`src/wb_pkg.sv`:
```
package wb_pkg;

  // Host command opcodes.
  typedef enum logic {
    OP_READ  = 1'b0,
    OP_WRITE = 1'b1
  } wb_op_e;

  typedef enum logic [1:0] {
    ST_IDLE = 2'd0,
    ST_BUS  = 2'd1,
    ST_RESP = 2'd2
  } bridge_state_e;

  localparam int ADDR_W = 32;
  localparam int DATA_W = 32;
  localparam int SEL_W  = 4;

  // Region codes held in the top address byte.
  localparam logic [7:0] SLV_SRAM  = 8'h00;
  localparam logic [7:0] SLV_TIMER = 8'h01;
  localparam logic [7:0] SLV_GPIO  = 8'h02;
  localparam logic [7:0] SLV_IRQ   = 8'hFF;

  localparam int CMD_DEPTH   = 4;   // Equal to the credits the sender starts with.
  localparam int RSP_CREDITS = 2;
  localparam int SRAM_WORDS  = 256;

  localparam logic [1:0] TMR_CTRL   = 2'd0;
  localparam logic [1:0] TMR_LOAD   = 2'd1;
  localparam logic [1:0] TMR_COUNT  = 2'd2;
  localparam logic [1:0] TMR_STATUS = 2'd3;

  localparam logic [1:0] GPIO_OUT    = 2'd0;
  localparam logic [1:0] GPIO_IN     = 2'd1;
  localparam logic [1:0] GPIO_MASK   = 2'd2;
  localparam logic [1:0] GPIO_STATUS = 2'd3;

  localparam int GPIO_W = 8;

endpackage

```
`src/wb_interconnect.sv`:
```
module wb_interconnect (
  input  logic                      clk,
  input  logic                      i_arst_n,
  input  logic                      i_m_cyc,
  input  logic                      i_m_stb,
  input  logic                      i_m_we,
  input  logic [wb_pkg::SEL_W-1:0]  i_m_sel,
  input  logic [wb_pkg::ADDR_W-1:0] i_m_adr,
  input  logic [wb_pkg::DATA_W-1:0] i_m_dat,
  output logic [wb_pkg::DATA_W-1:0] o_m_dat,
  output logic                      o_m_ack,
  output logic                      o_m_err,
  output logic                      o_m_int,
  output logic                      o_s0_cyc, o_s0_stb, o_s0_we,
  output logic [wb_pkg::SEL_W-1:0]  o_s0_sel,
  output logic [wb_pkg::ADDR_W-1:0] o_s0_adr,
  output logic [wb_pkg::DATA_W-1:0] o_s0_dat,
  input  logic                      i_s0_ack, i_s0_int,
  input  logic [wb_pkg::DATA_W-1:0] i_s0_dat,
  output logic                      o_s1_cyc, o_s1_stb, o_s1_we,
  output logic [wb_pkg::SEL_W-1:0]  o_s1_sel,
  output logic [wb_pkg::ADDR_W-1:0] o_s1_adr,
  output logic [wb_pkg::DATA_W-1:0] o_s1_dat,
  input  logic                      i_s1_ack, i_s1_int,
  input  logic [wb_pkg::DATA_W-1:0] i_s1_dat,
  output logic                      o_s2_cyc, o_s2_stb, o_s2_we,
  output logic [wb_pkg::SEL_W-1:0]  o_s2_sel,
  output logic [wb_pkg::ADDR_W-1:0] o_s2_adr,
  output logic [wb_pkg::DATA_W-1:0] o_s2_dat,
  input  logic                      i_s2_ack, i_s2_int,
  input  logic [wb_pkg::DATA_W-1:0] i_s2_dat
);
  import wb_pkg::*;

  logic [7:0]        region;
  logic              hit_sram;
  logic              hit_timer;
  logic              hit_gpio;
  logic              req;
  logic              local_done;
  logic [ADDR_W-1:0] slv_adr;
  logic [DATA_W-1:0] irq_word;

  assign region    = i_m_adr[ADDR_W-1:ADDR_W-8];
  assign hit_sram  = (region == SLV_SRAM);
  assign hit_timer = (region == SLV_TIMER);
  assign hit_gpio  = (region == SLV_GPIO);
  assign req       = i_m_cyc & i_m_stb;
  assign slv_adr   = {8'h00, i_m_adr[ADDR_W-9:0]};  // Slaves see only their offset.
  assign irq_word  = {{(DATA_W-3){1'b0}}, i_s2_int, i_s1_int, i_s0_int};
  assign o_m_int   = i_s0_int | i_s1_int | i_s2_int;

  assign o_s0_cyc = hit_sram & i_m_cyc;
  assign o_s0_stb = hit_sram & i_m_stb;
  assign o_s0_we  = hit_sram & i_m_we;
  assign o_s0_sel = hit_sram ? i_m_sel : '0;
  assign o_s0_adr = hit_sram ? slv_adr : '0;
  assign o_s0_dat = hit_sram ? i_m_dat : '0;
  assign o_s1_cyc = hit_timer & i_m_cyc;
  assign o_s1_stb = hit_timer & i_m_stb;
  assign o_s1_we  = hit_timer & i_m_we;
  assign o_s1_sel = hit_timer ? i_m_sel : '0;
  assign o_s1_adr = hit_timer ? slv_adr : '0;
  assign o_s1_dat = hit_timer ? i_m_dat : '0;
  assign o_s2_cyc = hit_gpio & i_m_cyc;
  assign o_s2_stb = hit_gpio & i_m_stb;
  assign o_s2_we  = hit_gpio & i_m_we;
  assign o_s2_sel = hit_gpio ? i_m_sel : '0;
  assign o_s2_adr = hit_gpio ? slv_adr : '0;
  assign o_s2_dat = hit_gpio ? i_m_dat : '0;

  // A locally answered cycle gets one ack or err pulse even if strobe is held.
  always_ff @(posedge clk or negedge i_arst_n) begin
    if (!i_arst_n) begin
      local_done <= 1'b0;
    end else begin
      local_done <= req & ~(hit_sram | hit_timer | hit_gpio);
    end
  end

  always_comb begin
    o_m_dat = '0;
    o_m_ack = 1'b0;
    o_m_err = 1'b0;
    case (region)
      SLV_SRAM: begin
        o_m_dat = i_s0_dat;
        o_m_ack = i_s0_ack;
      end
      SLV_TIMER: begin
        o_m_dat = i_s1_dat;
        o_m_ack = i_s1_ack;
      end
      SLV_GPIO: begin
        o_m_dat = i_s2_dat;
        o_m_ack = i_s2_ack;
      end
      SLV_IRQ: begin
        o_m_dat = irq_word;
        o_m_ack = req & ~local_done;
      end
      default: o_m_err = req & ~local_done;  // Unmapped region.
    endcase
  end

endmodule

```
`config.mk`:
```
export PLATFORM = sky130hd
export DESIGN_NAME = wb_interconnect
export DESIGN_NICKNAME = d
export VERILOG_FILES = /design/src/wb_pkg.sv /design/src/wb_interconnect.sv
export SDC_FILE = /design/constraint.sdc
export NUM_CORES = 1
export LEC_CHECK = 0
export BUFFER_PORTS_ARGS = -buffer_cell sky130_fd_sc_hd__buf_4
export CORE_AREA = 5 5 161 163
export DETAILED_ROUTE_END_ITERATION = 6
export DIE_AREA = 0 0 166 168
export GPL_ROUTABILITY_DRIVEN = 0
export GPL_TIMING_DRIVEN = 0
export PLACE_DENSITY_LB_ADDON = 0.1
export SETUP_SLACK_MARGIN = 0.5
export SLEW_MARGIN = 40
export SYNTH_ARGS = -nofsm -noshare
export SYNTH_HDL_FRONTEND = slang
export SYNTH_SLANG_ARGS = --single-unit
export TNS_END_PERCENT = 5
```
`constraint.sdc`:
```
create_clock -name clk -period 2.95 [get_ports clk]
set_clock_uncertainty 0.2 [all_clocks]
set_input_delay 0.7375 -clock clk [delete_from_list [all_inputs] [get_ports clk]]
set_output_delay 0.7375 -clock clk [all_outputs]
set_load 0.01 [all_outputs]
```
==> results.md, run 1 <==
Placement:
- Once detailed placement completed, the half-perimeter wirelength came to 16.0 mm.
- The placed instance count is 1140.
- OpenSTA, run right after detailed placement, puts the worst setup slack at -878 ps.
- Port buffering added 397 buffers.

Synth:
- The count of cell types in the netlist is 26.
- The synthesized netlist occupies a cell area of 2550 um2.
- The commonest cells after synthesis are sky130_fd_sc_hd__and2_1, sky130_fd_sc_hd__nand2_1, sky130_fd_sc_hd__mux2_2.
- In this run, synthesis inferred 0 flip-flops with an integrated enable.
- By area the synthesized netlist is led by sky130_fd_sc_hd__and2_1, sky130_fd_sc_hd__mux2_2, sky130_fd_sc_hd__nand2_1.
- Synthesis produced a netlist whose cell count is 396.
- The most used standard cell by instance count after synthesis is sky130_fd_sc_hd__and2_1.
- The cell type with the largest total area after synthesis is sky130_fd_sc_hd__and2_1.
- The share of flip-flops with an asynchronous set or reset is 1.00.
- The sequential share of the synthesized area is 0.00981.
- Among all flip-flop cells after synthesis, the most frequent one is sky130_fd_sc_hd__dfrtp_1.
- Of the post-synthesis cell area, the dominant cell type holds 0.463.
- The number of storage elements in the synthesis netlist is 1.
- A synthesized cell averages 6.44 um2.
- The Yosys warning count is 0.

Floorplanning:
- The die extent in x is 166 um.
- For this configuration, the core starts out at a cell density of 0.106.
- The die span in y is 168 um.
- The count of boundary I/O pins is 423.
- The region available for standard cell placement spans 24200 um2.
- The initialized floorplan defines 57 standard-cell rows.
- The die area is 27900 um2.

Critical path:
- The required time at the worst-slack endpoint is 2010 ps.
- The largest single stage delay on the critical path is 540 ps.
- The critical path in this run is classified as in -> out.
- The cell type of the slowest stage on the worst timing path is sky130_fd_sc_hd__or4_4.
- On the critical path the largest part of the delay comes from simple AND/OR/NAND/NOR gates.
- The worst setup path is launched from a primary input.
- At the worst endpoint, the arrival time is 2430 ps.
- Of all nets on the critical path, the largest fanout is 5.
- The number of buffers and inverters on the critical path is 5.
- The category of the worst setup path capture point is an output pin.
- The critical path goes through buf_6 -> or4_4 -> buf_12 -> or3_4 -> buf_8 -> buf_12 -> a21oi_4 -> buf_6.

Detailed routing:
- In the routed design, unresolved DRC markers number 0.
- The final route contains 4081 vias.
- The average wire per cell in the routed design is 16.0 um.
- The final wirelength is 18.4 mm.
- In the routed layout, each cell is associated on average with a via count of 3.54.
- Once detail routing completed, the nets flagged for antenna violations numbered 0.
- The first detailed-routing pass took 4 iterations.
- The detailed router finished its first iteration with 105 violations.

Finish:
- The repair_antennas step left the layout with diodes totalling 0.
- The post-layout net count is 1005.
- In the final layout, the registers with the most flip-flops are local_done (1).
- The layout-stage area growth over the synthesis result is 161%.
- Ranked by flip-flop count, first place goes to local_done.
- The share of layout cells above drive strength 1 is 0.653.
- Leaving out filler cells and counting taps, the final layout contains 1152.
- The number of flip-flops in the largest register is 1.
- The fill cell total of the finished layout is 2668.

Global routing:
- For this run, the total global-route usage over all layers was measured as 0.119.
- The via count of the first global-routing pass is 4467.
- The number of antenna violations at the first check in global routing came to 0.
- Entering global routing, the biggest net connects 11 pins.
- Summed over all layers, the global routing overflow is 0.
- The first global-routing pass estimated 26.8 mm of wire.

Flow run:
- The number of max-cap violations is 0.

Power and ir drop:
- For this design the ratio of total power to cell area is 60.7 nW/um2.
- Across the VDD grid, the largest voltage drop is 30.7 uV.
- The static leakage is 3.52 nW.

Clock tree:
- After clock tree synthesis, the clock-pin slew on the worst setup and hold paths is 0 ps.
- After clock tree synthesis, the flow added hold-fix buffers numbering 0.

STA:
- The remaining max-slew budget at the tightest pin is 0.609.
- Setup repair after global routing could not meet its margin everywhere.
- The highest clock frequency the design can meet is 297 MHz.
- The final max-slew violation count is 0.
- After layout, the worst setup slack is -422 ps.
- For the final routed database, the setup TNS stands at -70810 ps.
- The total count of hold-check failures in the final report is 0.
- At the pin with the least slew margin, the transition time is 587 ps.
- The smallest clock period supported by the final layout is computed as 3370 ps.
- Of the available clock period, the critical path in the final layout requires 1.14.
- The final setup violation count is 222.

Outcome:
- The flow ran to the end, but the final reports show violations.
- The final reports fail on negative setup slack.

Worst hold path:
- In this run the worst hold path is classified as in -> async.
where the power goes:
group / total [mW] / switching [mW] / internal (mW)
sequential: 0.0151 / 0.000420 / 0.0147
clock: 0 / 0 / 0
combinational: 0.388 / 0.151 / 0.237
worst paths after layout:
path | slack (ps) | cells after the start | from | to
worst min-delay path | 310 | 1 | i_arst_n | local_done
worst max-delay path | -420 | 8 | i_m_adr[31] | o_m_dat[5]
max in group asynchronous | 2150 | 1 | i_arst_n | local_done
min in group clk | 870 | 3 | i_m_stb | local_done
timing repair:
| item | 4_1_cts | 5_1_grt |
|---|---|---|
| setup buffers | 10 | 0 |
| gates resized for setup | 80 | 81 |
| setup endpoints to repair | 223 | 223 |
| gates cloned | 1 | 1 |
| pin swaps | 9 | 23 |
logic make-up (layout without fill, tap and decap cells):
group	after synthesis	in the layout	share of synthesized area
other cells	1	24	0.00147
simple gates	267	267	0.609
compound gates	35	35	0.0927
mux	33	33	0.144
flops	1	1	0.00981
buf+inv	59	468	0.144
routing by layer:
layer  share of wire  up-vias  global-route usage
met3           0.088       16              0.0328
met1            0.33     1748               0.118
li1                -     2069                   -
met5               0        -                   0
met2            0.56      248               0.249
met4           0.020        0              0.0187
per-stage QoR:
step | total power [mW] | area, um2 | hold WS [ps] | utilization
2_1_floorplan | 0.152 | 2640 | 242 | -
3_3_place_gp | 0.386 | 6020 | 315 | 0.249
3_5_place_dp | 0.388 | 6020 | 318 | 0.249
4_1_cts | 0.404 | 6410 | 317 | 0.265
5_1_grt | 0.442 | 6650 | 318 | 0.275
6_report | 0.403 | 6650 | 315 | 0.275
cell usage in the layout, fill, tap and decap left out:
cell type                   Yosys  routed
sky130_fd_sc_hd__and2_4         0      22
sky130_fd_sc_hd__a21oi_2       10      16
sky130_fd_sc_hd__nand2_2        0       1
sky130_fd_sc_hd__nand2_1       61      60
sky130_fd_sc_hd__or3_1          2       2
sky130_fd_sc_hd__buf_6          7      44
sky130_fd_sc_hd__a21oi_1       20      11
sky130_fd_sc_hd__clkbuf_8       0       1
sky130_fd_sc_hd__dfrtp_1        1       1
sky130_fd_sc_hd__nor3_2         0       1
sky130_fd_sc_hd__or3_4          1       1
sky130_fd_sc_hd__nor2_1         1       1
sky130_fd_sc_hd__buf_2          2       3
sky130_fd_sc_hd__buf_8          0      15
sky130_fd_sc_hd__inv_1          1       1
sky130_fd_sc_hd__buf_12         0       5
sky130_fd_sc_hd__nand4_1        1       1
sky130_fd_sc_hd__nor3_4         2       3
sky130_fd_sc_hd__mux2i_1        4       4
sky130_fd_sc_hd__nand2b_1       1       1
sky130_fd_sc_hd__clkbuf_1      21       1
sky130_fd_sc_hd__a21oi_4        0       3
sky130_fd_sc_hd__nor4_4         1       1
sky130_fd_sc_hd__buf_16         0       1
sky130_fd_sc_hd__or4_4          1       1
sky130_fd_sc_hd__clkbuf_2       0       3
sky130_fd_sc_hd__nor2b_2        0       1
sky130_fd_sc_hd__conb_1         1      24
sky130_fd_sc_hd__and2_1       189     167
sky130_fd_sc_hd__nor3_1         6       4
sky130_fd_sc_hd__buf_1          4       4
sky130_fd_sc_hd__a2111oi_0      1       1
sky130_fd_sc_hd__mux2_2        29      29
sky130_fd_sc_hd__a221o_1        4       4
sky130_fd_sc_hd__buf_4         24     390
final cells by class:
class                   instances  area [um2]  area share
flip-flops and latches          1        25.0     0.00376
repair buffers                409        3270       0.492
inverters                       1        3.75    0.000564
well taps                     324         405      0.0609
plain buffers                  58         569      0.0856
multi-input cells             359        2380       0.358
(Power assumes the default switching activity.)
==> inputs of run 2 (changes only) <==
==> constraint.sdc (replaced) <==
create_clock -name clk -period 2.95 [get_ports clk]
set_clock_uncertainty 0.2 [all_clocks]
set_input_delay 0.295 -clock clk [delete_from_list [all_inputs] [get_ports clk]]
set_output_delay 0.295 -clock clk [all_outputs]
set_load 0.01 [all_outputs]
==> run 2 against run 1 <==
  * The flow now finishes without violations
  * Worst hold slack improved by 100 ps
  * Fmax increased by 34%
  * First-iteration DRC count decreased by 11%
  * Combinational power about the same
  * Critical path depth unchanged
  * Global-route usage increased by 1.2 points
  * Sequential power about the same
  * Setup slack improved by 850 ps
  * Total power decreased by 0.21%
  * Die area unchanged
==> results.md, run 2 (synthesis results as in run 1) <==
Finish:
- The share of layout cells above drive strength 1 is 0.629.
- The largest registers in the layout are local_done (1).
- Ranked by flip-flop count, first place goes to local_done.
- The area growth from synthesis to layout is 152%.
- The fill cell total of the finished layout is 2759.
- Leaving out fill and tap cells, the most frequent cells in the layout are sky130_fd_sc_hd__buf_4, sky130_fd_sc_hd__and2_1, sky130_fd_sc_hd__nand2_1, sky130_fd_sc_hd__mux2_2, sky130_fd_sc_hd__conb_1.
- The leading cell type in the layout, fill and taps excluded is sky130_fd_sc_hd__buf_4.
- The number of flip-flops in the largest register came to 1.
- The antenna diode instance count is 0.
- The post-layout net count is 1010.

Global routing:
- Entering global routing, the biggest net connects 11 pins.
- For this run, the total global-route usage over all layers was measured as 0.131.
- The via count of the first global-routing pass came to 4436.
- For this run the aggregate overflow at the end of global routing stands at 0.
- The first global-routing pass estimated 28.7 mm of wire.
- The number of antenna violations at the first check in global routing is 0.

Power and ir drop:
- The peak supply drop is 29.6 uV.
- After layout, the design draws a total of 0.403 mW.
- The power per unit of standard cell area is 62.7 nW/um2.
- The static leakage is 3.47 nW.

Detailed routing:
- The count of nets left with antenna violations once routing finished came out at 0.
- The DRC violation total after the first TritonRoute iteration is 93.
- After detailed routing, the number of remaining DRC violations is 0.
- The final wirelength is 20.1 mm.
- The average wire per cell in the routed design is 17.4 um.
- The iteration count of the initial detailed-routing pass is 4.
- After detailed routing, the number of vias per cell comes to 3.58.
- The routed layout has 4143 vias.

Worst hold path:
- The end point of the most critical hold path is local_done.
- The path type of the worst min-delay path is in -> reg.
- The worst hold path was traced through 3 stages.
- The source of the worst hold timing path is i_m_stb.

Critical path:
- The critical path in this run is classified as in -> out.
- The critical-path maximum fanout is 10.
- The critical path goes through buf_6 -> or4_4 -> buf_12 -> or3_4 -> buf_8 -> buf_6 -> a21oi_4 -> buf_4.
- The cell type of the slowest stage on the worst timing path is sky130_fd_sc_hd__or4_4.
- In this design, the stage delay of the slowest critical-path cell is 540 ps.
- The worst setup path is launched from a primary input.
- The signal arrival time at the worst endpoint is 2030 ps.
- The required time at the worst-slack endpoint is 2460 ps.
- The number of buffer and inverter instances along the worst setup path is 5.
- The category of the worst setup path capture point is an output pin.
- The cell repeated most along the worst path is sky130_fd_sc_hd__buf_6.
- The family of cells with the greatest summed delay on the critical path is simple AND/OR/NAND/NOR gates.

STA:
- The worst-margin pin slew is 581 ps.
- The highest clock frequency the design can meet is 397 MHz.
- Of the available clock period, the critical path in the final layout requires 0.855.
- Setup repair after global routing could not meet its margin everywhere.
- The worst pin sits at a relative slew slack of 0.613.
- Setup slack on the critical path of the routed design comes to 428 ps.
- The final max-slew violation count is 0.
- The shortest period the worst path allows is 2520 ps.
- The total count of hold-check failures in the final report came to 0.
- Setup violations remaining at the end of the flow were counted as 0.

Flow run:
- Across the run, the number of max-cap violations was 0.

Floorplanning:
- The die is 168 um tall.
- The floorplan core area is 24200 um2.
- The starting utilization of the core area is 0.106.
- 423 I/O pins were placed.
- The standard-cell row count is 57.
- In this run the horizontal extent of the chip is 166 um.
- The die area is 27900 um2.

Placement:
- Prior to clock tree synthesis, the placed netlist has a worst setup slack of -12.6 ps.
- The count of buffers added on input and output ports is 397.
- The HPWL after detailed placement is 17.5 mm.

Outcome:
- The run finished with clean final reports.

Clock tree:
- The clock-pin slew reported for the worst setup and hold paths after clock tree synthesis is 0 ps.
==> run 2: changes by cell type in the layout (fill, tap and decap cells not counted), moves of 2 or more <==
cell and change:
sky130_fd_sc_hd__a21oi_1 +9, sky130_fd_sc_hd__a21oi_2 -8, sky130_fd_sc_hd__and2_1 +8, sky130_fd_sc_hd__and2_4 -8, sky130_fd_sc_hd__buf_4 +21, sky130_fd_sc_hd__buf_6 -21
sky130_fd_sc_hd__buf_8 -9, sky130_fd_sc_hd__clkbuf_1 +2, sky130_fd_sc_hd__clkbuf_2 +10, sky130_fd_sc_hd__clkbuf_4 +2
==> run 2: metal layers <==
layer / global-route usage / part of all wire / up-vias
met5: 0 / 0 / -
met3: 0.0389 / 0.087 / 4
met1: 0.132 / 0.34 / 1819
met2: 0.276 / 0.56 / 239
met4: 0.00610 / 0.0060 / 0
li1: - / - / 2081
==> run 2: worst max path at each step <==
stage / startpoint / endpoint / depth (start not counted)
finish: i_m_adr[29] / o_m_dat[6] / 8
global route: i_m_adr[29] / o_s1_adr[13] / 8
CTS: i_m_adr[30] / o_m_dat[16] / 8
detailed placement: i_m_adr[29] / o_s0_dat[19] / 7
global placement: i_m_adr[29] / o_s0_dat[11] / 7
floorplan: i_m_adr[29] / o_m_dat[10] / 6
==> run 2: power breakdown <==
part / switching, mW / internal [mW] / leakage (nW)
Sequential: 0.000435 / 0.0147 / 0.0129
Combinational: 0.153 / 0.235 / 3.46
Clock: 0 / 0 / 0
Total: 0.153 / 0.250 / 3.47
==> run 2: final cells by class <==
class	count	area, um2	area share
inverter	1	3.75	0.000584
tap	324	405	0.0631
buffer	58	439	0.0684
timing repair buffer	414	3250	0.506
multi-input combinational	359	2300	0.358
sequential	1	25.0	0.00390
==> run 2: per-stage QoR <==
| step | instance area (um2) | util | hold WS [ps] | std cells | setup TNS [ps] |
|---|---|---|---|---|---|
| 2_1_floorplan | 2640 | - | -201 | 419 | 0 |
| 3_5_place_dp | 6020 | 0.249 | -114 | 1140 | -67.4 |
| 6_report | 6420 | 0.266 | 419 | 1157 | 0 |
| 4_1_cts | 6290 | 0.260 | 425 | 1156 | 0 |
| 3_3_place_gp | 6020 | 0.249 | -112 | 1140 | 0 |
| 5_1_grt | 6420 | 0.266 | 468 | 1157 | 0 |
==> run 2: repair_timing <==
item,in CTS,in global routing
pin swaps,5,7
gates cloned,4,0
endpoints found under the setup margin,216,216
hold buffers,1,0
hold endpoints to repair,1,0
setup buffers,11,1
resized for setup,40,43
==> inputs of run 3 (changes only) <==
--- a/config.mk
+++ b/config.mk
@@ -6,14 +6,13 @@
 export NUM_CORES = 1
 export LEC_CHECK = 0
 export BUFFER_PORTS_ARGS = -buffer_cell sky130_fd_sc_hd__buf_4
+export CAP_MARGIN = 20
 export CORE_AREA = 5 5 161 163
 export DETAILED_ROUTE_END_ITERATION = 6
 export DIE_AREA = 0 0 166 168
 export GPL_ROUTABILITY_DRIVEN = 0
 export GPL_TIMING_DRIVEN = 0
 export PLACE_DENSITY_LB_ADDON = 0.1
-export SETUP_SLACK_MARGIN = 0.5
-export SLEW_MARGIN = 40
 export SYNTH_ARGS = -nofsm -noshare
 export SYNTH_HDL_FRONTEND = slang
 export SYNTH_SLANG_ARGS = --single-unit
==> run 3 against run 2 <==
  * Utilization decreased by 1.5 points
  * Largest power group unchanged
  * Sequential share of layout area about the same
  * Total power decreased by 2.5%
==> results.md, run 3 (synthesis results as in run 1) <==
Outcome:
- The flow ran to the end, and the final reports show no timing, DRC or antenna violations.

Global routing:
- The met2 demand-to-capacity share in global routing is 0.270.
- The via count of the first global-routing pass is 4337.
- The global routing met3 resource utilization is 0.0394.
- The number of antenna violations at the first check in global routing is 0.
- The global routing stage identified its most utilized layer as met2.
- In the global route stage, overall resource usage came out at 0.129.
- For this run, global-route usage on met1 was measured as 0.130.
- After global routing the overflow that remains totals 0.
- The global-route wire length before repair is 28.2 mm.
- The maximum number of pins on one net before global-route repair is 11.

STA:
- The final max-slew violation count is 0.
- The routed design could run at a clock period as short as 2710 ps.
- Setup repair after global routing could not meet its margin everywhere.
- The total count of hold-check failures in the final report came to 0.
- The highest clock frequency the design can meet is 369 MHz.
- In the finished design, the share of the clock period the worst path needs comes to 0.919.
- For the pin with the worst max-slew slack, the measured transition is 704 ps.
- Setup violations remaining at the end of the flow were counted as 0.
- Across all setup checks in the final design, the least slack found is 240 ps.
- Headroom to the max-slew limit came out at 0.531.

Floorplanning:
- The die covers 27900 um2.
- The standard-cell row count is 57.
- During I/O placement, the number of pins put on the boundary was 423.
- In this run the vertical extent of the chip is 168 um.
- The floorplan core area is 24200 um2.
- The die extent in x is 166 um.
- The starting utilization of the core area is 0.106.

Power and ir drop:
- The cell internal power dissipation is 0.243 mW.
- The peak supply drop is 29.1 uV.
- Of the total power, registers draw 0.039.
- The power share of the combinational group is 0.961.
- The switching fraction of total power is 0.381.
- The share of total power dissipated in the clock network is 0.
- Summed over all nets, the switching power comes to 0.150 mW.
- The analysis attributes to cell leakage a power of 3.27 nW.
- The power per unit of standard cell area is 64.7 nW/um2.

Critical path:
- The worst setup path is launched from a primary input.
- Along the worst path, the maximum fanout reaches 10.
- The signal arrival time at the worst endpoint is 2220 ps.
- The critical path in this run is classified as in -> out.
- The category of the worst setup path capture point is an output pin.
- The required time at the worst-slack endpoint is 2460 ps.

Detailed routing:
- The final route contains 4069 vias.
- The first detailed-routing pass took 4 iterations.
- The average wire per cell in the routed design is 17.3 um.
- Dividing the detail-routed via count by the number of cells gives 3.55.
- In the routed design, unresolved DRC markers number 0.
- In this run, the number of DRC markers left after iteration 0 of detailed routing was 84.
- For this block, the routed nets add up to 19.8 mm of wire.
- The number of nets with antenna violations after detailed routing is 0.

Finish:
- The library cell used most frequently in the layout, excluding fill and tap cells, is sky130_fd_sc_hd__buf_4.
- The repair_antennas step left the layout with diodes totalling 0.
- The layout-stage area growth over the synthesis result is 138%.
- More flip-flops sit in one register than any other, and that register is local_done.
- Leaving out fill and tap cells, the most frequent cells in the layout are sky130_fd_sc_hd__buf_4, sky130_fd_sc_hd__and2_1, sky130_fd_sc_hd__nand2_1, sky130_fd_sc_hd__mux2_2, sky130_fd_sc_hd__conb_1.
- At the end of the flow, the number of nets in the layout was 998.
- The number of flip-flops in the largest register is 1.
- The final standard cell utilization of the core is 0.251.
- In the final layout, the registers with the most flip-flops are local_done (1).
- In the final layout, the share of cells above drive strength 1 is 0.583.

Flow run:
- Max-cap violations in this run came to 0.

Clock tree:
- Clock-pin slew was measured on the worst setup and hold paths at 0 ps.

Worst hold path:
- The tightest min-delay check is of the in -> reg type.

Placement:
- After legalization and detailed placement, the total HPWL measured 17.5 mm.
- The port buffer count is 397.
- The worst setup slack before clock tree synthesis is -12.6 ps.
-- run 3: cell types whose count changed in the layout (fill, tap and decap cells not counted), sizes merged --
cell / previous run / this run
clkbuf: 19 / 21
buf: 452 / 438
-- run 3: metal layers --
metal | wire length (um) | up-vias | part of all wire
met5 | 0 | - | 0
met4 | 121 | 0 | 0.0061
met3 | 1730 | 4 | 0.088
met2 | 11100 | 231 | 0.56
met1 | 6840 | 1781 | 0.35
li1 | - | 2053 | -
-- run 3: final timing paths --
| path | cells after the start | endpoint | slack [ps] | from |
|---|---|---|---|---|
| worst max-delay path | 7 | o_m_dat[5] | 240 | i_m_adr[25] |
| worst min-delay path | 3 | local_done | 420 | i_m_stb |
| max in group asynchronous | 2 | local_done | 2020 | i_arst_n |
| min in group asynchronous | 2 | local_done | 440 | i_arst_n |
-- run 3: area by class of cell --
class | count | area (um2)
inverter | 1 | 3.75
tap | 324 | 405
fill | 2798 | 18100
multi-input combinational | 359 | 2250
timing repair buffer | 402 | 3020
buffer | 58 | 363
sequential | 1 | 25.0
-- run 3: repair_timing --
action,in CTS,in global routing
resized for setup,0,1
hold endpoints to repair,1,0
pin swaps,1,1
endpoints found under the setup margin,14,62
buffers inserted,2,2
hold buffers,1,0
-- run 3: power by group through the flow --
stage	logic, mW	registers (mW)	clock network, mW
final	0.377	0.0151	0
after detailed placement	0.382	0.0150	0
after global routing	0.417	0.0153	0
after CTS	0.384	0.0152	0
after global placement	0.380	0.0151	0
after floorplan	0.137	0.0149	0
-- run 3: critical path, cell delays in order --
cell	delay (ps)
sky130_fd_sc_hd__buf_2	260
sky130_fd_sc_hd__nor2b_1	260
sky130_fd_sc_hd__clkbuf_1	470
sky130_fd_sc_hd__clkbuf_1	420
sky130_fd_sc_hd__nand2_1	190
sky130_fd_sc_hd__a21oi_2	170
sky130_fd_sc_hd__buf_4	130
-- run 3: stage by stage --
step	setup TNS [ps]	hold WS (ps)	total power [mW]	cell area [um2]	std cells
after CTS	0	425	0.400	6050	1143
after global placement	0	-112	0.395	6020	1140
after floorplan	0	-201	0.152	2640	419
after detailed placement	-67.4	-114	0.397	6020	1140
final	0	419	0.392	6070	1145
after global routing	-32.5	468	0.432	6070	1145
